==> src/decodePkg.sv <==
package decodePkg;

    // Widths with a meaning of their own
    typedef logic [31:0] insWord;
    typedef logic [4:0]  regAddr;
    typedef logic [1:0]  tCount;
    typedef logic [3:0]  aluOp;
    typedef logic [2:0]  mduOp;
    typedef logic [1:0]  memWidth;
    typedef logic [1:0]  resSel;

    // ALU operation codes
    localparam aluOp ALU_ADD  = 4'd0;
    localparam aluOp ALU_SUB  = 4'd1;
    localparam aluOp ALU_AND  = 4'd2;
    localparam aluOp ALU_OR   = 4'd3;
    localparam aluOp ALU_LUI  = 4'd4;
    localparam aluOp ALU_SLT  = 4'd5;
    localparam aluOp ALU_SLTU = 4'd6;

    // Multiply/divide codes
    localparam mduOp MDU_MULT  = 3'd0;
    localparam mduOp MDU_MULTU = 3'd1;
    localparam mduOp MDU_DIV   = 3'd2;
    localparam mduOp MDU_DIVU  = 3'd3;

    // Data memory access widths
    localparam memWidth WIDTH_WORD = 2'd0;
    localparam memWidth WIDTH_HALF = 2'd1;
    localparam memWidth WIDTH_BYTE = 2'd2;

    // E-stage result select
    localparam resSel RES_NONE = 2'd0;
    localparam resSel RES_ALU  = 2'd1;
    localparam resSel RES_HI   = 2'd2;
    localparam resSel RES_LO   = 2'd3;

    typedef struct packed {
        logic    npcJr;
        logic    npcJ;
        logic    npcBranch;
        logic    npcBezal;
        logic    cmpSel;
        logic    isMdft;
        logic    linkSel;
        regAddr  a3;
        tCount   tuseRs;
        tCount   tuseRt;
        tCount   tnew;
        logic    aluBSrc;
        logic    immSext;
        aluOp    aluSel;
        logic    mduStart;
        mduOp    mduSel;
        logic    hiWrite;
        logic    loWrite;
        resSel   resSelE;
        logic    dmWe;
        memWidth dmWidth;
        logic    loadSel;
        logic    readsRs;
        logic    readsRt;
    } ctrlWord;

    typedef struct packed {
        insWord  ins;
        ctrlWord ctrl;
    } issuePkt;

    typedef struct packed {
        logic fwdEn;
    } hazCfg;

endpackage

==> src/Controller.sv <==
`timescale 1ns/1ps

module Controller (
    input  decodePkg::insWord  ins,
    output decodePkg::ctrlWord ctrl
);
    import decodePkg::*;

    logic [5:0] op;
    logic [5:0] func;
    regAddr     rt;
    regAddr     rd;
    logic       rType;

    // Individual instructions
    logic add, sub, andR, orR, slt, sltu;
    logic mult, multu, div, divu;
    logic mfhi, mflo, mthi, mtlo;
    logic jr, jalr, bezal;
    logic addi, andi, ori, lui;
    logic beq, bne;
    logic lw, lh, lb;
    logic sw, sh, sb;
    logic j, jal;

    // Instruction classes
    logic isCalR, isMd, isMf, isMt, isJReg;
    logic isCalI, isBranch, isLoad, isStore;
    logic isLink, isJ;

    assign op    = ins[31:26];
    assign func  = ins[5:0];
    assign rt    = ins[20:16];
    assign rd    = ins[15:11];
    assign rType = (op == 6'b000000);

    // Special opcode, selected by function field
    assign add   = rType && (func == 6'b100000);
    assign sub   = rType && (func == 6'b100010);
    assign andR  = rType && (func == 6'b100100);
    assign orR   = rType && (func == 6'b100101);
    assign slt   = rType && (func == 6'b101010);
    assign sltu  = rType && (func == 6'b101011);
    assign mult  = rType && (func == 6'b011000);
    assign multu = rType && (func == 6'b011001);
    assign div   = rType && (func == 6'b011010);
    assign divu  = rType && (func == 6'b011011);
    assign mfhi  = rType && (func == 6'b010000);
    assign mflo  = rType && (func == 6'b010010);
    assign mthi  = rType && (func == 6'b010001);
    assign mtlo  = rType && (func == 6'b010011);
    assign jr    = rType && (func == 6'b001000);
    assign jalr  = rType && (func == 6'b001001);
    assign bezal = rType && (func == 6'b111101);

    // Immediate and jump opcodes
    assign addi = (op == 6'b001000);
    assign andi = (op == 6'b001100);
    assign ori  = (op == 6'b001101);
    assign lui  = (op == 6'b001111);
    assign beq  = (op == 6'b000100);
    assign bne  = (op == 6'b000101);
    assign lw   = (op == 6'b100011);
    assign lh   = (op == 6'b100001);
    assign lb   = (op == 6'b100000);
    assign sw   = (op == 6'b101011);
    assign sh   = (op == 6'b101001);
    assign sb   = (op == 6'b101000);
    assign j    = (op == 6'b000010);
    assign jal  = (op == 6'b000011);

    assign isCalR   = add || sub || andR || orR || slt || sltu;
    assign isMd     = mult || multu || div || divu;
    assign isMf     = mfhi || mflo;
    assign isMt     = mthi || mtlo;
    assign isJReg   = jr || jalr;
    assign isCalI   = addi || andi || ori || lui;
    assign isBranch = beq || bne;
    assign isLoad   = lw || lh || lb;
    assign isStore  = sw || sh || sb;
    assign isLink   = jal || jalr;
    assign isJ      = j || jal;

    always_comb begin
        ctrl = '0;

        ctrl.npcJr     = isJReg;
        ctrl.npcJ      = isJ;
        ctrl.npcBranch = isBranch;
        ctrl.npcBezal  = bezal;
        // Compare unit checks for inequality on bne
        ctrl.cmpSel    = bne;
        ctrl.isMdft    = isMd || isMf || isMt;
        ctrl.linkSel   = isLink;

        if (isCalR || isMf) begin
            ctrl.a3 = rd;
        end else if (isCalI || isLoad) begin
            ctrl.a3 = rt;
        end else if (isLink) begin
            ctrl.a3 = 5'd31;
        end

        // Tuse of 3 means the operand is not needed in time
        if (isJReg || isBranch || bezal) begin
            ctrl.tuseRs = 2'd0;
        end else if (isCalR || isMd || isMt || isCalI || isLoad || isStore) begin
            ctrl.tuseRs = 2'd1;
        end else begin
            ctrl.tuseRs = 2'd3;
        end

        if (isBranch || bezal) begin
            ctrl.tuseRt = 2'd0;
        end else if (isCalR || isMd) begin
            ctrl.tuseRt = 2'd1;
        end else if (isStore) begin
            ctrl.tuseRt = 2'd2;
        end else begin
            ctrl.tuseRt = 2'd3;
        end

        if (isLoad) begin
            ctrl.tnew = 2'd3;
        end else if (isCalR || isMf || isCalI) begin
            ctrl.tnew = 2'd2;
        end else if (isLink) begin
            ctrl.tnew = 2'd1;
        end

        ctrl.aluBSrc = isCalI || isLoad || isStore;
        ctrl.immSext = addi || isLoad || isStore;
        if (sub) begin
            ctrl.aluSel = ALU_SUB;
        end else if (andR || andi) begin
            ctrl.aluSel = ALU_AND;
        end else if (orR || ori) begin
            ctrl.aluSel = ALU_OR;
        end else if (lui) begin
            ctrl.aluSel = ALU_LUI;
        end else if (slt) begin
            ctrl.aluSel = ALU_SLT;
        end else if (sltu) begin
            ctrl.aluSel = ALU_SLTU;
        end else begin
            ctrl.aluSel = ALU_ADD;
        end

        ctrl.mduStart = isMd;
        ctrl.mduSel   = divu ? MDU_DIVU : div ? MDU_DIV : multu ? MDU_MULTU : MDU_MULT;
        ctrl.hiWrite  = mthi;
        ctrl.loWrite  = mtlo;
        ctrl.resSelE  = mflo ? RES_LO : mfhi ? RES_HI :
                        (isCalR || isCalI) ? RES_ALU : RES_NONE;

        ctrl.dmWe    = isStore;
        ctrl.dmWidth = (sb || lb) ? WIDTH_BYTE : (sh || lh) ? WIDTH_HALF : WIDTH_WORD;
        ctrl.loadSel = isLoad;

        ctrl.readsRs = isCalR || isMd || isMt || isJReg || isCalI || isBranch ||
                       isLoad || isStore || bezal;
        ctrl.readsRt = isCalR || isMd || isBranch || isStore || bezal;
    end

endmodule

==> src/insQueue.sv <==
`timescale 1ns/1ps

module insQueue #(
    parameter int QUEUE_DEPTH = 4
) (
    input  logic              clk,
    input  logic              rstN,
    input  logic              insValid,
    input  decodePkg::insWord ins,
    input  logic              pop,
    output decodePkg::insWord head,
    output logic              empty,
    output logic              insCredit
);
    import decodePkg::*;

    localparam int PTR_W = (QUEUE_DEPTH > 1) ? $clog2(QUEUE_DEPTH) : 1;
    localparam int CNT_W = $clog2(QUEUE_DEPTH + 1);

    insWord             mem [QUEUE_DEPTH];
    logic [PTR_W-1:0]   wrPtr;
    logic [PTR_W-1:0]   rdPtr;
    logic [CNT_W-1:0]   count;
    logic               push;
    logic               doPop;

    function automatic logic [PTR_W-1:0] nextPtr(input logic [PTR_W-1:0] p);
        return (p == PTR_W'(QUEUE_DEPTH - 1)) ? '0 : p + 1'b1;
    endfunction

    // Writes past a full queue are dropped
    assign push  = insValid && (count != CNT_W'(QUEUE_DEPTH));
    assign doPop = pop && !empty;
    assign empty = (count == '0);
    assign head  = mem[rdPtr];

    always_ff @(posedge clk) begin
        if (push) begin
            mem[wrPtr] <= ins;
        end
    end

    always_ff @(posedge clk or negedge rstN) begin
        if (!rstN) begin
            wrPtr     <= '0;
            rdPtr     <= '0;
            count     <= '0;
            insCredit <= 1'b0;
        end else begin
            if (push) begin
                wrPtr <= nextPtr(wrPtr);
            end
            if (doPop) begin
                rdPtr <= nextPtr(rdPtr);
            end
            count     <= count + CNT_W'(push) - CNT_W'(doPop);
            // One credit back to fetch, a cycle after the pop
            insCredit <= doPop;
        end
    end

endmodule

==> src/hazardUnit.sv <==
`timescale 1ns/1ps

module hazardUnit (
    input  logic               clk,
    input  logic               rstN,
    input  decodePkg::ctrlWord ctrl,
    input  decodePkg::regAddr  rs,
    input  decodePkg::regAddr  rt,
    input  logic               fire,
    input  logic               fwdEn,
    output logic               stall
);
    import decodePkg::*;

    localparam int STAGES = 3;

    // Index 0 is E, 1 is M, 2 is W
    regAddr dstQ  [STAGES];
    tCount  tnewQ [STAGES];

    logic rsHit;
    logic rtHit;

    function automatic tCount tickDown(input tCount t);
        return (t == 2'd0) ? 2'd0 : t - 2'd1;
    endfunction

    always_ff @(posedge clk or negedge rstN) begin
        if (!rstN) begin
            for (int i = 0; i < STAGES; i++) begin
                dstQ[i]  <= '0;
                tnewQ[i] <= '0;
            end
        end else begin
            // Bubble into E when nothing issues
            if (fire) begin
                dstQ[0]  <= ctrl.a3;
                tnewQ[0] <= tickDown(ctrl.tnew);
            end else begin
                dstQ[0]  <= '0;
                tnewQ[0] <= '0;
            end
            for (int i = 1; i < STAGES; i++) begin
                dstQ[i]  <= dstQ[i-1];
                tnewQ[i] <= tickDown(tnewQ[i-1]);
            end
        end
    end

    always_comb begin
        stall = 1'b0;
        for (int i = 0; i < STAGES; i++) begin
            rsHit = ctrl.readsRs && (rs != '0) && (dstQ[i] == rs);
            rtHit = ctrl.readsRt && (rt != '0) && (dstQ[i] == rt);
            if (fwdEn) begin
                // Forwarding covers the result once it is ready by Tuse
                if (rsHit && (tnewQ[i] > ctrl.tuseRs)) begin
                    stall = 1'b1;
                end
                if (rtHit && (tnewQ[i] > ctrl.tuseRt)) begin
                    stall = 1'b1;
                end
            end else if (rsHit || rtHit) begin
                // No bypass, so wait until the writer leaves W
                stall = 1'b1;
            end
        end
    end

endmodule

==> src/hazardConfig.sv <==
`timescale 1ns/1ps

module hazardConfig (
    input  logic             clk,
    input  logic             rstN,
    input  logic             cfgWe,
    input  decodePkg::hazCfg cfgWdata,
    input  logic             stall,
    output decodePkg::hazCfg cfg,
    output logic [15:0]      stallCount
);
    import decodePkg::*;

    hazCfg cfgQ;

    assign cfg = cfgQ;

    always_ff @(posedge clk or negedge rstN) begin
        if (!rstN) begin
            // Forwarding assumed out of reset
            cfgQ.fwdEn <= 1'b1;
            stallCount <= '0;
        end else begin
            if (cfgWe) begin
                cfgQ <= cfgWdata;
            end
            // Saturates rather than wraps
            if (stall && (stallCount != '1)) begin
                stallCount <= stallCount + 16'd1;
            end
        end
    end

endmodule

==> src/decodeStage.sv <==
`timescale 1ns/1ps

module decodeStage #(
    parameter int QUEUE_DEPTH = 4,
    parameter int OUT_CREDITS = 2
) (
    input  logic               clk,
    input  logic               rstN,
    input  logic               insValid,
    input  decodePkg::insWord  ins,
    output logic               insCredit,
    output logic               issueValid,
    output decodePkg::issuePkt issue,
    input  logic               outCredit,
    input  logic               cfgWe,
    input  decodePkg::hazCfg   cfgWdata,
    output decodePkg::hazCfg   cfgRdata,
    output logic [15:0]        stallCount
);
    import decodePkg::*;

    localparam int CRED_W = $clog2(OUT_CREDITS + 1);

    insWord              head;
    logic                empty;
    ctrlWord             ctrl;
    logic                stall;
    logic                fire;
    logic [CRED_W-1:0]   credits;

    assign fire = !empty && !stall && (credits != '0);

    insQueue #(
        .QUEUE_DEPTH(QUEUE_DEPTH)
    ) u_queue (
        .clk      (clk),
        .rstN     (rstN),
        .insValid (insValid),
        .ins      (ins),
        .pop      (fire),
        .head     (head),
        .empty    (empty),
        .insCredit(insCredit)
    );

    Controller u_ctrl (
        .ins (head),
        .ctrl(ctrl)
    );

    hazardUnit u_hazard (
        .clk  (clk),
        .rstN (rstN),
        .ctrl (ctrl),
        .rs   (head[25:21]),
        .rt   (head[20:16]),
        .fire (fire),
        .fwdEn(cfgRdata.fwdEn),
        .stall(stall)
    );

    // Only count stalls that hold back a real instruction
    hazardConfig u_hazCfg (
        .clk       (clk),
        .rstN      (rstN),
        .cfgWe     (cfgWe),
        .cfgWdata  (cfgWdata),
        .stall     (stall && !empty),
        .cfg       (cfgRdata),
        .stallCount(stallCount)
    );

    always_ff @(posedge clk or negedge rstN) begin
        if (!rstN) begin
            credits    <= CRED_W'(OUT_CREDITS);
            issueValid <= 1'b0;
        end else begin
            credits    <= credits + CRED_W'(outCredit) - CRED_W'(fire);
            issueValid <= fire;
        end
    end

    always_ff @(posedge clk) begin
        if (fire) begin
            issue.ins  <= head;
            issue.ctrl <= ctrl;
        end
    end

endmodule

==> config.mk <==
export PLATFORM = sky130hd
export DESIGN_NAME = decodeStage
export DESIGN_NICKNAME = d
export VERILOG_FILES = /design/src/decodePkg.sv /design/src/Controller.sv /design/src/insQueue.sv /design/src/hazardUnit.sv /design/src/hazardConfig.sv /design/src/decodeStage.sv
export SDC_FILE = /design/constraint.sdc
export NUM_CORES = 1
export LEC_CHECK = 0
export BUFFER_PORTS_ARGS = -buffer_cell sky130_fd_sc_hd__buf_2
export CAP_MARGIN = 20
export CORE_ASPECT_RATIO = 0.5
export CORE_MARGIN = 8
export CORE_UTILIZATION = 62
export CTS_CLUSTER_DIAMETER = 120
export DETAILED_ROUTE_END_ITERATION = 10
export PLACE_DENSITY = 0.91
export SLEW_MARGIN = 0
export SYNTH_ARGS = -nofsm -noshare
export SYNTH_HDL_FRONTEND = slang
export SYNTH_SLANG_ARGS = --single-unit
==> constraint.sdc <==
create_clock -name clk -period 9.6 [get_ports clk]
set_clock_uncertainty 0.05 [all_clocks]
set_input_delay 1.92 -clock clk [delete_from_list [all_inputs] [get_ports clk]]
set_output_delay 1.92 -clock clk [all_outputs]
set_load 0.01 [all_outputs]
Word-level counts from Yosys, hierarchy flattened
Memory sizes are Yosys's and may differ from the RTL's.
Cells that the tools add are included.

word-level totals
  logic and storage cells = 248
  register bits after elaboration = 119
  bits in writable memories = 128
  memories = 1

memory list
  memory       depth  width  rd ports  clocked after Yosys merged registers in  wr ports  line            RTL
  u_queue.mem  4      32     1         0                                        1         insQueue.sv:20  insWord mem [QUEUE_DEPTH];

cells by class
  order comparisons = 6
  equality and inequality tests = 41
  mux-type cells = 42
  reductions and logical operators = 105
  add/sub/neg operators = 10

operator list
  kind                   count
  $eq 6x6->1 const B     13
  $logic_or 1x1->1       54
  $eq 6x5->1 const B     8
  $logic_and 1x1->1      37
  $eq 6x4->1 const B     6
  $eq 5x5->1             6
  $mux 2                 14
  $mux 1                 21
  $mux 5                 4
  $add 16x1->16 const B  1
  $ne 16x16->1 const B   1
  $eq 6x2->1 const B     2
  $eq 6x3->1 const B     2
  $gt 2x2->1             6
  $reduce_bool 5->1      2
  $mux 3                 3
  $logic_not 2->1        3
  $logic_not 6->1        1
  $sub 2x1->2 const B    3
  $reduce_or 5->1        1
  $add 2x1->2 const B    2
  $eq 2x2->1 const B     2
  $reduce_or 2->1        2
  $add 3x1->3            1
  other kinds (8)        9

Longest topological paths before layout
Gate-level depths: netlist of the first run.
An unclocked memory read counts as a cell.

  depth in word-level cells = 33
  depth in mapped cells = 24
  mapped depth without buffers = 21

By module
A second synthesis of the first run with hierarchy kept.

second synthesis, totals
  cells, all modules = 614
  area total of the unflattened synthesis = 10427.5 um^2

by module, submodules not included
  module        seq. area each (um^2)  instances  area an instance (um^2)  cells an instance
  insQueue      4043.9                 1          5177.5                   211
  decodeStage   2178.3                 1          2243.4                   82
  hazardUnit    525.5                  1          1285.0                   124
  hazardConfig  426.7                  1          899.6                    76
  Controller    0.0                    1          822.0                    121

Worst setup path after synthesis of the first run
No wires, ideal clock.

  kind = flip-flop to flip-flop
  from = reg u_queue.rdPtr[0]
  to = reg credits[1]
  path buffers = 3
  required time = 9475 ps
  path slack = 3617 ps
  arrival = 5858 ps
  cell stages (with the launch flop) = 23
  clock period less this slack = 5983 ps
  cells stage by stage = dfrtp_1 buf_6 buf_6 mux4_2 mux2_2 nor4b_2 a311oi_2 o211ai_1 ha_1 nor2b_1 o21ai_0 a2111oi_2 o211ai_1 nand3_1 a32oi_4 o211ai_4 buf_6 inv_1 ha_1 inv_1 ha_1 xnor2_1 xnor2_1

on the way
  longest elaborated chain between the ends = 32

RTL lines
  item                                                                 line               RTL
  start: declaration                                                   insQueue.sv:22     logic [PTR_W-1:0] rdPtr;
  start signal: assignment                                             insQueue.sv:54     rdPtr <= nextPtr(rdPtr);
  $mem_v2 4x32 (*)                                                     -
  parallel branches: the longest is 26 deep, another holds $eq 6x6->1  -
  $mux 1 (*)                                                           hazardUnit.sv:55   if (fwdEn) begin
  $logic_not 1->1 (*)                                                  decodeStage.sv:31  assign fire = !empty && !stall && (credits != '0);
  $logic_and 1x1->1 (*) (2 in series)                                  decodeStage.sv:31
  named net fire                                                       decodeStage.sv:28  logic fire;
  $sub 2x1->2 (*)                                                      decodeStage.sv:78  credits <= credits + CRED_W'(outCredit) - CRED_W'(fire);
  end signal: assignment                                               decodeStage.sv:75  credits <= CRED_W'(OUT_CREDITS);
  end signal: assignment                                               decodeStage.sv:78
  end: declaration                                                     decodeStage.sv:29  logic [CRED_W-1:0] credits;

Mark *: on every way through the listed nets, which the timed path passes.
A chain may end at the register's enable or synchronous reset.

Worst setup path in the final report of the first run
  from = reg u_queue.rdPtr[0]
  to = reg credits[1]

on the way
  longest elaborated chain between the ends = 32

RTL lines
  item                                                                      line               RTL
  $mem_v2 4x32 (*)                                                          -
  named net head[28]                                                        decodeStage.sv:24  insWord head;
  parallel branches: the longest is 26 deep, another holds $logic_not 6->1  -
  $mux 1 (*)                                                                hazardUnit.sv:55
  $logic_not 1->1 (*)                                                       decodeStage.sv:31
  $logic_and 1x1->1 (*) (2 in series)                                       decodeStage.sv:31
  named net fire                                                            decodeStage.sv:28
  $sub 2x1->2 (*)                                                           decodeStage.sv:78

Marks and branches as above.

==> results.json, run 1 <==
{
  "status": "finished clean",
  "synth_commonest_cells": "edfxtp_1 (196), dfrtp_1 (47), xor2_1 (36), nand2_1 (33), mux4_2 (32)",
  "async_reset_ff_share_pct": 20.0,
  "cp_common_cell": "ha_1",
  "numCtsBuffers": 21,
  "setup_viol": 0,
  "die-area_mm2": 0.0209,
  "io_pins": 127,
  "grt_pass1_wl_um": 34700,
  "p_total_mw": 3.94,
  "cp.arrival_ns": 7.30,
  "cts_hold_buffers": 0,
  "leakage_nw": 4.59,
  "crit_chain": "buf_4 -> mux4_2 -> or4_1 -> nor2_1 -> o31ai_1 -> nand2_1 -> ha_1 -> nor2b_1 -> o21ai_0 -> a211oi_1 -> a211o_1 -> a32oi_4 -> o211ai_4 -> inv_2 -> buf_4 -> ha_1 -> inv_1 -> ha_1 -> xnor2_1 -> xnor2_1",
  "start_kind": "flop",
  "crit_cells": 20,
  "overflow": 0,
  "power_density_mw_per_mm2": 341,
  "grt_usage_pct": 21.4,
  "synth.top_cell.area_share_pct": 58.4,
  "ys_types": 57,
  "core_area_mm2": 0.0161,
  "netlist_instances": 598,
  "final_cell_area_mm2": 0.0115,
  "slew_headroom_pct": 35.0,
  "synth_enable_flop_cells": 196,
  "placementRows": 33,
  "grt_max_degree": 50,
  "synth_flop_cell": "edfxtp_1",
  "drc": 0,
  "numPlacedInstances": 932,
  "cp_max_fo": 47,
  "tns_ns": 0,
  "path_class": "flop to flop",
  "end_kind": "flop",
  "cts.sinks": 245,
  "cts_resized": 0,
  "drt_pass1_iterations": 5,
  "critPathRequiredTime_ns": 9.98,
  "synth_largest_area_cell": "edfxtp_1",
  "die_h_um": 106,
  "drt-initial-drc-count": 499,
  "drv_slew": 0,
  "clockBufferDepth": 3,
  "maxCapViolCount": 0,
  "ys_seq_area_share_pct": 70.5,
  "finalNetCount": 789,
  "via_per_inst": 6.06,
  "max_stage_delay_ns": 0.70,
  "htree_levels": 1,
  "synth-warning-count": 0,
  "clk_pin_slew_ns": 0.07,
  "area_delta_synth_final_pct": 14.5,
  "place_hpwl_um": 15000,
  "worst_slew_pin_slew_ns": 0.974,
  "cts_tree": "done",
  "post_cts_buffers": 0,
  "reg2reg_to": "credits[1]$_DFF_PN1_",
  "wire_per_inst_um": 23.3,
  "totalWireLength_um": 22700,
  "critical_path.endpoint": "credits[1]$_DFF_PN1_",
  "antenna_found_initial": 4,
  "rsz0062_at_grt": "false",
  "dieWidth_um": 196,
  "finalCritPeriodShare_pct": 72.1,
  "fmax_ghz": 0.144,
  "place_congestion": 0.899,
  "start_util_pct": 62.5,
  "portBuffers": 124,
  "vias": 5901,
  "reg2reg_from": "u_queue.rdPtr[0]$_DFFE_PN0P_",
  "place_area_mm2": 0.0109,
  "reg2regPathDepth": 20,
  "fin_crit_ns": 6.92,
  "hold_class": "flop to flop",
  "crit_start": "u_queue.rdPtr[0]$_DFFE_PN0P_",
  "clk_latency_ns": 0.50,
  "critPathTopFamily": "buffers and inverters",
  "layoutNonFillerInstCount": 973,
  "cts_root_buffer": "clkbuf_16",
  "ys_ff_latch": 245,
  "drive_gt1_share_pct": 29.6,
  "synth_area_leaders": "edfxtp_1 (58%), dfrtp_1 (12%), mux4_2 (7.1%)",
  "grt_pass1_vias": 6082,
  "r2r_slack_ns": 2.68,
  "netlist_area_mm2": 0.0101,
  "yosysMostFrequentCell": "edfxtp_1",
  "vdd_drop_max_mv": 0.174,
  "cp_slowest_cell": "mux4_2",
  "antenna_left": 0,
  "synth.avg_cell_area_um2": 16.9,
  "hold_violations": 0,
  "crit_buf_inv": 4
}
[per-stage QoR]
stage          util (%)  hold WS (ns)  setup WS (ns)
2_1_floorplan         -         0.359           3.62
3_3_place_gp       67.4         0.369           2.98
3_5_place_dp       67.4         0.377           2.76
4_1_cts            71.5         0.387           2.67
5_1_grt            71.5         0.405           2.18
6_report           71.5         0.394           2.68
[power by group]
part	internal, mW	switching, mW	total, mW
clock	0.460	0.370	0.831
sequential	1.57	0.172	1.74
combinational	0.505	0.860	1.37
total	2.53	1.40	3.94
[area by class of cell]
class                           count  area, um^2
Clock buffer                       26         544
Tap cell                          227         284
Inverter                           26        97.6
Multi-Input combinational cell    307        2740
Timing Repair Buffer              127         643
Fill cell                         925        4600
Sequential cell                   245        7120
Antenna cell                        3        7.51
Clock inverter                     12         118
[sequential cells by signal (all words and copies together) (netlist names)]
register / flops
issue: 68
u_hazard.dstQ: 15
u_queue.rdPtr: 2
issueValid: 1
u_queue.insCredit: 1
u_hazCfg.cfg: 1
u_hazCfg.stallCount: 16
u_queue.mem: 128
u_queue.wrPtr: 2
u_queue.count: 3
u_hazard.tnewQ: 6
credits: 2
[worst min-delay path by stage]
stage	from	endpoint	slack (ns)	cells past startpoint
2_1_floorplan	u_hazard.dstQ[8]$_DFF_PN0_	u_hazard.dstQ[3]$_DFF_PN0_	0.36	0
3_3_place_gp	u_hazard.dstQ[6]$_DFF_PN0_	u_hazard.dstQ[1]$_DFF_PN0_	0.37	0
3_5_place_dp	u_hazard.dstQ[5]$_DFF_PN0_	u_hazard.dstQ[0]$_DFF_PN0_	0.38	0
4_1_cts	u_hazard.dstQ[5]$_DFF_PN0_	u_hazard.dstQ[0]$_DFF_PN0_	0.39	0
5_1_grt	u_hazard.dstQ[5]$_DFF_PN0_	u_hazard.dstQ[0]$_DFF_PN0_	0.41	0
6_report	u_hazard.dstQ[5]$_DFF_PN0_	u_hazard.dstQ[0]$_DFF_PN0_	0.39	0
[cell families after synthesis]
logic type               after synthesis  synth area share (%)
XOR/XNOR                              51                  4.43
adder cells (fa/ha/maj)               23                  2.93
flip-flops                           245                  70.5
AND/OR/NAND/NOR                      145                  7.97
AO/OA/AOI/OAI                         45                  3.56
other                                  1                0.0372
buffers and inverters                 47                  2.39
multiplexers                          41                  8.14
[metal layers]
layer  global-route usage [%]  routed length (um)  up-vias
li1                         -                   -     2520
met1                     27.1                8670     2926
met2                     35.2               11100      376
met3                     5.42                2050       77
met4                     9.31                 844        2
met5                        0                  12        -
[cells in the final DEF, fill, tap and decap left out, types with 5 or more instances in the layout]
cell type  count
clkbuf_16     21
nor2_1        27
nand3_1       10
ha_1          22
mux4_2        32
clkbuf_1       5
a21oi_1        7
a221o_1        5
xnor2_1       15
buf_2        124
edfxtp_1     196
inv_1         24
nand2_1       33
dfrtp_1       45
nor2b_1       13
o21ai_0       11
and3_1         8
nor4_1         6
nor3_1        10
xor2_1        36
nand2b_1       6
Power figures use the tool's default switching activity.
==> run 2: changes to the inputs <==
- CORE_UTILIZATION: 62 -> 58
- PLACE_DENSITY: 0.91 -> 0.86
- clock period: 9.6 -> 7 ns (I/O delays scaled with it)
==> run 2 against run 1 <==
Net effect: sequential cell count stayed put; global-route usage is 1.8 points lower; sequential share of layout area is 0.39 points lower; clock power is 44% higher.
==> results.json, run 2 (same netlist as run 1, synthesis figures left out) <==
{
  "finalCritPeriodShare_pct": 88.5,
  "cts.sinks": 245,
  "core_area_mm2": 0.0172,
  "end_kind": "flop",
  "pwr-share-seq_pct": 43.3,
  "htree_levels": 1,
  "power.net_switching_mw": 1.92,
  "intPower_mw": 3.54,
  "critPathRequiredTime_ns": 7.39,
  "p_total_mw": 5.45,
  "power_density_mw_per_mm2": 469,
  "setup_slack_ns": 0.808,
  "dieWidth_um": 202,
  "final_common_cell": "edfxtp_1",
  "place_hpwl_um": 14000,
  "drt_pass1_iterations": 5,
  "preCtsSetupSlack_ns": 0.803,
  "cp_max_fo": 27,
  "totalWireLength_um": 22000,
  "antenna_found_initial": 3,
  "drv_slew": 0,
  "antenna_left": 0,
  "hold_violations": 0,
  "vias": 5808,
  "die_h_um": 109,
  "hold_class": "flop to flop",
  "reg.largest.list": "u_queue.mem x128, issue x68, u_hazCfg.stallCount x16",
  "final_cell_area_mm2": 0.0116,
  "largest_reg_flops": 128,
  "io_pins": 127,
  "finalNetCount": 790,
  "fmax_ghz": 0.162,
  "clk_pin_slew_ns": 0.07,
  "area_delta_synth_final_pct": 15.2,
  "tns_ns": 0,
  "status": "finished clean",
  "overflow": 0,
  "via_per_inst": 5.93,
  "drt-initial-drc-count": 665,
  "swShare_pct": 35.1,
  "place_area_mm2": 0.0109,
  "path_class": "flop to flop",
  "fin_crit_ns": 6.19,
  "grt_usage_pct": 19.6,
  "rsz0062_at_grt": "false",
  "top_usage_layer": "met2",
  "cp_common_cell": "ha_1",
  "cts_tree": "done",
  "maxCapViolCount": 0,
  "max_stage_delay_ns": 0.75,
  "grt_util_met2_pct": 32.3,
  "slew_headroom_pct": 37.9,
  "layout_common_cells": "edfxtp_1 (196), buf_2 (124), dfrtp_1 (45), xor2_1 (36), nand2_1 (33)",
  "grt_pass1_wl_um": 33700,
  "pwr-share-comb_pct": 34.7,
  "numCtsBuffers": 21,
  "clockBufferDepth": 3,
  "vdd_drop_max_mv": 0.205,
  "post_cts_buffers": 0,
  "cts_root_buffer": "clkbuf_16",
  "drc": 0,
  "grt_pass1_vias": 5821,
  "cts_resized": 0,
  "crit_chain": "buf_4 -> mux4_2 -> nand2_1 -> nor3_1 -> o31ai_1 -> nand2_1 -> ha_1 -> nor2b_1 -> o21ai_0 -> a211oi_1 -> a211o_1 -> a32oi_4 -> o211ai_4 -> inv_2 -> ha_1 -> inv_1 -> ha_1 -> xnor2_1 -> xnor2_1",
  "grt_max_degree": 50,
  "worst_slew_pin_slew_ns": 0.932,
  "regMostFlops": "u_queue.mem",
  "use_met1_pct": 25.7,
  "clk_latency_ns": 0.51,
  "met3_usage_pct": 4.60,
  "start_util_pct": 58.7,
  "die-area_mm2": 0.0221,
  "portBuffers": 124,
  "cp.arrival_ns": 6.58,
  "cts_hold_buffers": 0,
  "setup_viol": 0,
  "place_congestion": 0.845,
  "cp_slowest_cell": "dfrtp_2",
  "start_kind": "flop",
  "leakage_nw": 4.63,
  "wire_per_inst_um": 22.4,
  "clkPwrFrac_pct": 22.0,
  "drive_gt1_share_pct": 30.5,
  "placementRows": 34
}
==> run 2: changes by cell type in the layout (fill, tap and decap cells not counted) <==
cell,delta
clkbuf_8,+5
clkbuf_1,-3
clkinv_1,-3
clkinv_2,+2
buf_12,+1
clkinv_4,-1
diode_2,-1
==> run 2: final cells by class <==
type | count | area (um^2)
Timing Repair Buffer | 128 | 663
Multi-Input combinational cell | 307 | 2740
Fill cell | 1112 | 5560
Sequential cell | 245 | 7120
Inverter | 26 | 97.6
Antenna cell | 2 | 5.00
Clock buffer | 28 | 602
Clock inverter | 10 | 108
Tap cell | 234 | 293
==> run 2: final timing paths <==
check | start | to | slack, ns | depth (start not counted)
min | u_hazard.dstQ[6]$_DFF_PN0_ | u_hazard.dstQ[1]$_DFF_PN0_ | 0.39 | 0
min in group asynchronous | rstN | u_hazCfg.stallCount[3]$_DFFE_PN0P_ | 0.94 | 2
max reg2reg | u_queue.rdPtr[0]$_DFFE_PN0P_ | credits[1]$_DFF_PN1_ | 0.81 | 19
max in group asynchronous | rstN | u_queue.rdPtr[0]$_DFFE_PN0P_ | 5.46 | 2
min reg2reg | u_hazard.dstQ[6]$_DFF_PN0_ | u_hazard.dstQ[1]$_DFF_PN0_ | 0.39 | 0
max | u_queue.rdPtr[0]$_DFFE_PN0P_ | credits[1]$_DFF_PN1_ | 0.81 | 19
==> run 2: per-stage QoR <==
stage / hold slack (ns) / instances / utilization, %
2_1_floorplan: 0.359 / 599 / -
3_3_place_gp: 0.374 / 940 / 63.5
3_5_place_dp: 0.373 / 940 / 63.5
4_1_cts: 0.385 / 978 / 67.6
5_1_grt: 0.400 / 980 / 67.6
6_report: 0.387 / 980 / 67.6
==> run 2: power groups by stage <==
stage	Clock, mW	Combinational [mW]	Sequential, mW
after global routing	1.26	2.04	2.40
after floorplan	0	1.21	2.42
final	1.20	1.89	2.36
after CTS	1.22	1.89	2.36
after global placement	0	1.78	2.37
after detailed placement	0	1.85	2.38
==> run 2: critical path: cells and delay by family (launching register included) <==
kind            cells  cell delay, ns
xor+xnor            2            0.26
flops               1            0.75
buf+inv             3            1.10
fa+ha+maj           3            0.85
mux                 1            0.66
compound gates      6            1.91
simple gates        4            0.54
==> run 2: layer usage <==
metal  vias to the layer above  share of wire (%)
met5                         -              0.045
met3                        58                8.4
li1                       2521                  -
met4                         2                2.7
met2                       311                 49
met1                      2916                 40
==> run 3: changes to the inputs <==
- BUFFER_PORTS_ARGS: -buffer_cell sky130_fd_sc_hd__buf_2 -> default
- CORE_UTILIZATION: 58 -> 63
- DONT_BUFFER_PORTS: default -> 1
- PLACE_DENSITY: 0.86 -> 0.85
==> run 3 against run 2 <==
Net effect: cell area down 6.8%; global-route usage up 0.20 points; combinational power down 19%; hold slack improved by 0.0028 ns; sequential cell count unchanged; largest power group unchanged; utilization grew 2.1 points; sequential share of layout area up 4.5 points; final cell count fell by 16%.
==> results.json, run 3 (same netlist as run 1, synthesis figures left out) <==
{
  "overflow": 0,
  "status": "finished clean",
  "grt_max_degree": 50,
  "start_util_pct": 64.9,
  "drv_slew": 0,
  "totalWireLength_um": 20700,
  "tns_ns": 0,
  "die-area_mm2": 0.0206,
  "placementRows": 32,
  "leakage_nw": 4.04,
  "core_area_mm2": 0.0155,
  "cts_root_buffer": "clkbuf_16",
  "numCtsBuffers": 21,
  "final_common_cell": "edfxtp_1",
  "regMostFlops": "u_queue.mem",
  "grt_pass1_wl_um": 31600,
  "final_cell_area_mm2": 0.0108,
  "cp_max_fo": 27,
  "fmax_ghz": 0.166,
  "rsz0062_at_grt": "false",
  "hold_slack_ns": 0.389,
  "clockBufferDepth": 3,
  "post_cts_buffers": 0,
  "drt-initial-drc-count": 416,
  "pwr-share-seq_pct": 49.4,
  "numPlacedInstances": 785,
  "power_density_mw_per_mm2": 472,
  "preCtsSetupSlack_ns": 0.968,
  "power.net_switching_mw": 1.82,
  "area_delta_synth_final_pct": 7.42,
  "via_per_inst": 6.36,
  "setup_slack_ns": 0.981,
  "finalNetCount": 665,
  "grt_pass1_vias": 5320,
  "pwr-share-comb_pct": 30.2,
  "clk_latency_ns": 0.50,
  "layoutNonFillerInstCount": 820,
  "drc": 0,
  "reg2regPathDepth": 19,
  "path_class": "flop to flop",
  "critical_path.endpoint": "credits[1]$_DFF_PN1_",
  "hold_class": "flop to flop",
  "drive_gt1_share_pct": 14.9,
  "place_area_mm2": 0.0102,
  "slew_headroom_pct": 38.4,
  "htree_levels": 1,
  "r2r_slack_ns": 0.98,
  "intPower_mw": 3.29,
  "die_h_um": 105,
  "clk_pin_slew_ns": 0.07,
  "finalCritPeriodShare_pct": 86.0,
  "grt_usage_pct": 19.8,
  "portBuffers": 0,
  "antenna_found_initial": 0,
  "cp.arrival_ns": 6.39,
  "vias": 5219,
  "place_congestion": 0.877,
  "fin_crit_ns": 6.02,
  "io_pins": 127,
  "vdd_drop_max_mv": 0.237,
  "worst_slew_pin_slew_ns": 0.920,
  "setup_viol": 0,
  "reg.largest.list": "u_queue.mem x128, issue x68, u_hazCfg.stallCount x16",
  "start_kind": "flop",
  "place_hpwl_um": 13400,
  "wire_per_inst_um": 25.2,
  "reg2reg_from": "u_queue.rdPtr[0]$_DFFE_PN0P_",
  "reg2reg_to": "credits[1]$_DFF_PN1_",
  "cts_resized": 0,
  "clkPwrFrac_pct": 20.5,
  "dieWidth_um": 195,
  "hold_violations": 0,
  "drt_pass1_iterations": 7,
  "diodes": 0,
  "crit_start": "u_queue.rdPtr[0]$_DFFE_PN0P_",
  "layout_common_cells": "edfxtp_1 (196), dfrtp_1 (45), xor2_1 (36), nand2_1 (33), mux4_2 (32)",
  "maxCapViolCount": 0,
  "p_total_mw": 5.11,
  "finish.utilization_pct": 69.7,
  "end_kind": "flop",
  "largest_reg_flops": 128,
  "cts.sinks": 245,
  "antenna_left": 0,
  "cts_tree": "done",
  "critPathRequiredTime_ns": 7.37,
  "cts_hold_buffers": 0,
  "swShare_pct": 35.6
}
run 3: cell types whose count changed in the layout (fill, tap and decap cells not counted):
cell        before  now
diode_2          2    0
clkbuf_1         2    7
buf_2          124    0
clkinv_4         0    1
bufinv_16        2    0
clkinvlp_4       2    0
clkinv_1         1    3
buf_4            3    2
clkbuf_8         5    0
clkinv_2         4    2
run 3: worst min-delay path by stage:
stage          slack [ns]                        from  depth (start not counted)                    endpoint
6_report             0.39  u_hazard.dstQ[9]$_DFF_PN0_                          0  u_hazard.dstQ[4]$_DFF_PN0_
3_5_place_dp         0.37  u_hazard.dstQ[9]$_DFF_PN0_                          0  u_hazard.dstQ[4]$_DFF_PN0_
3_3_place_gp         0.37  u_hazard.dstQ[6]$_DFF_PN0_                          0  u_hazard.dstQ[1]$_DFF_PN0_
2_1_floorplan        0.36  u_hazard.dstQ[8]$_DFF_PN0_                          0  u_hazard.dstQ[3]$_DFF_PN0_
5_1_grt              0.40  u_hazard.dstQ[6]$_DFF_PN0_                          0  u_hazard.dstQ[1]$_DFF_PN0_
4_1_cts              0.39  u_hazard.dstQ[9]$_DFF_PN0_                          0  u_hazard.dstQ[4]$_DFF_PN0_
run 3: metal layers:
metal  part of all wire, %  global-route usage [%]  vias up
met3                   9.2                    6.22       49
met2                    49                    32.6      258
met1                    39                    25.2     2651
li1                      -                       -     2261
met4                   2.5                    6.02        0
met5                     0                       0        -
run 3: final cells by class:
cell class / instances / area (um^2)
clock buffer: 28 / 552
clock inverter: 7 / 38.8
fill: 949 / 4700
inverter: 26 / 97.6
multi-input combinational: 307 / 2740
sequential: 245 / 7120
tap: 204 / 255
timing repair buffer: 3 / 35.0
run 3: power groups by stage:
stage          registers [mW]  logic, mW  clock network, mW
2_1_floorplan            2.42       1.21                  0
3_3_place_gp             2.54       1.45                  0
3_5_place_dp             2.56       1.51                  0
4_1_cts                  2.54       1.54               1.06
5_1_grt                  2.56       1.67               1.11
6_report                 2.52       1.54               1.05
run 3: critical path, stage by stage, from the launching register on:
cell and delay, ns:
dfrtp_2 0.71, buf_4 0.49, mux4_2 0.63, nor4b_2 0.20, a311oi_2 0.32, o211ai_1 0.21, ha_1 0.36, nor2b_1 0.14
o21ai_0 0.25, a2111oi_2 0.12, o211ai_1 0.11, nand3_1 0.15, a32oi_4 0.55, o211ai_4 0.29, inv_2 0.52, ha_1 0.33
inv_1 0.05, ha_1 0.14, xnor2_1 0.14, xnor2_1 0.14
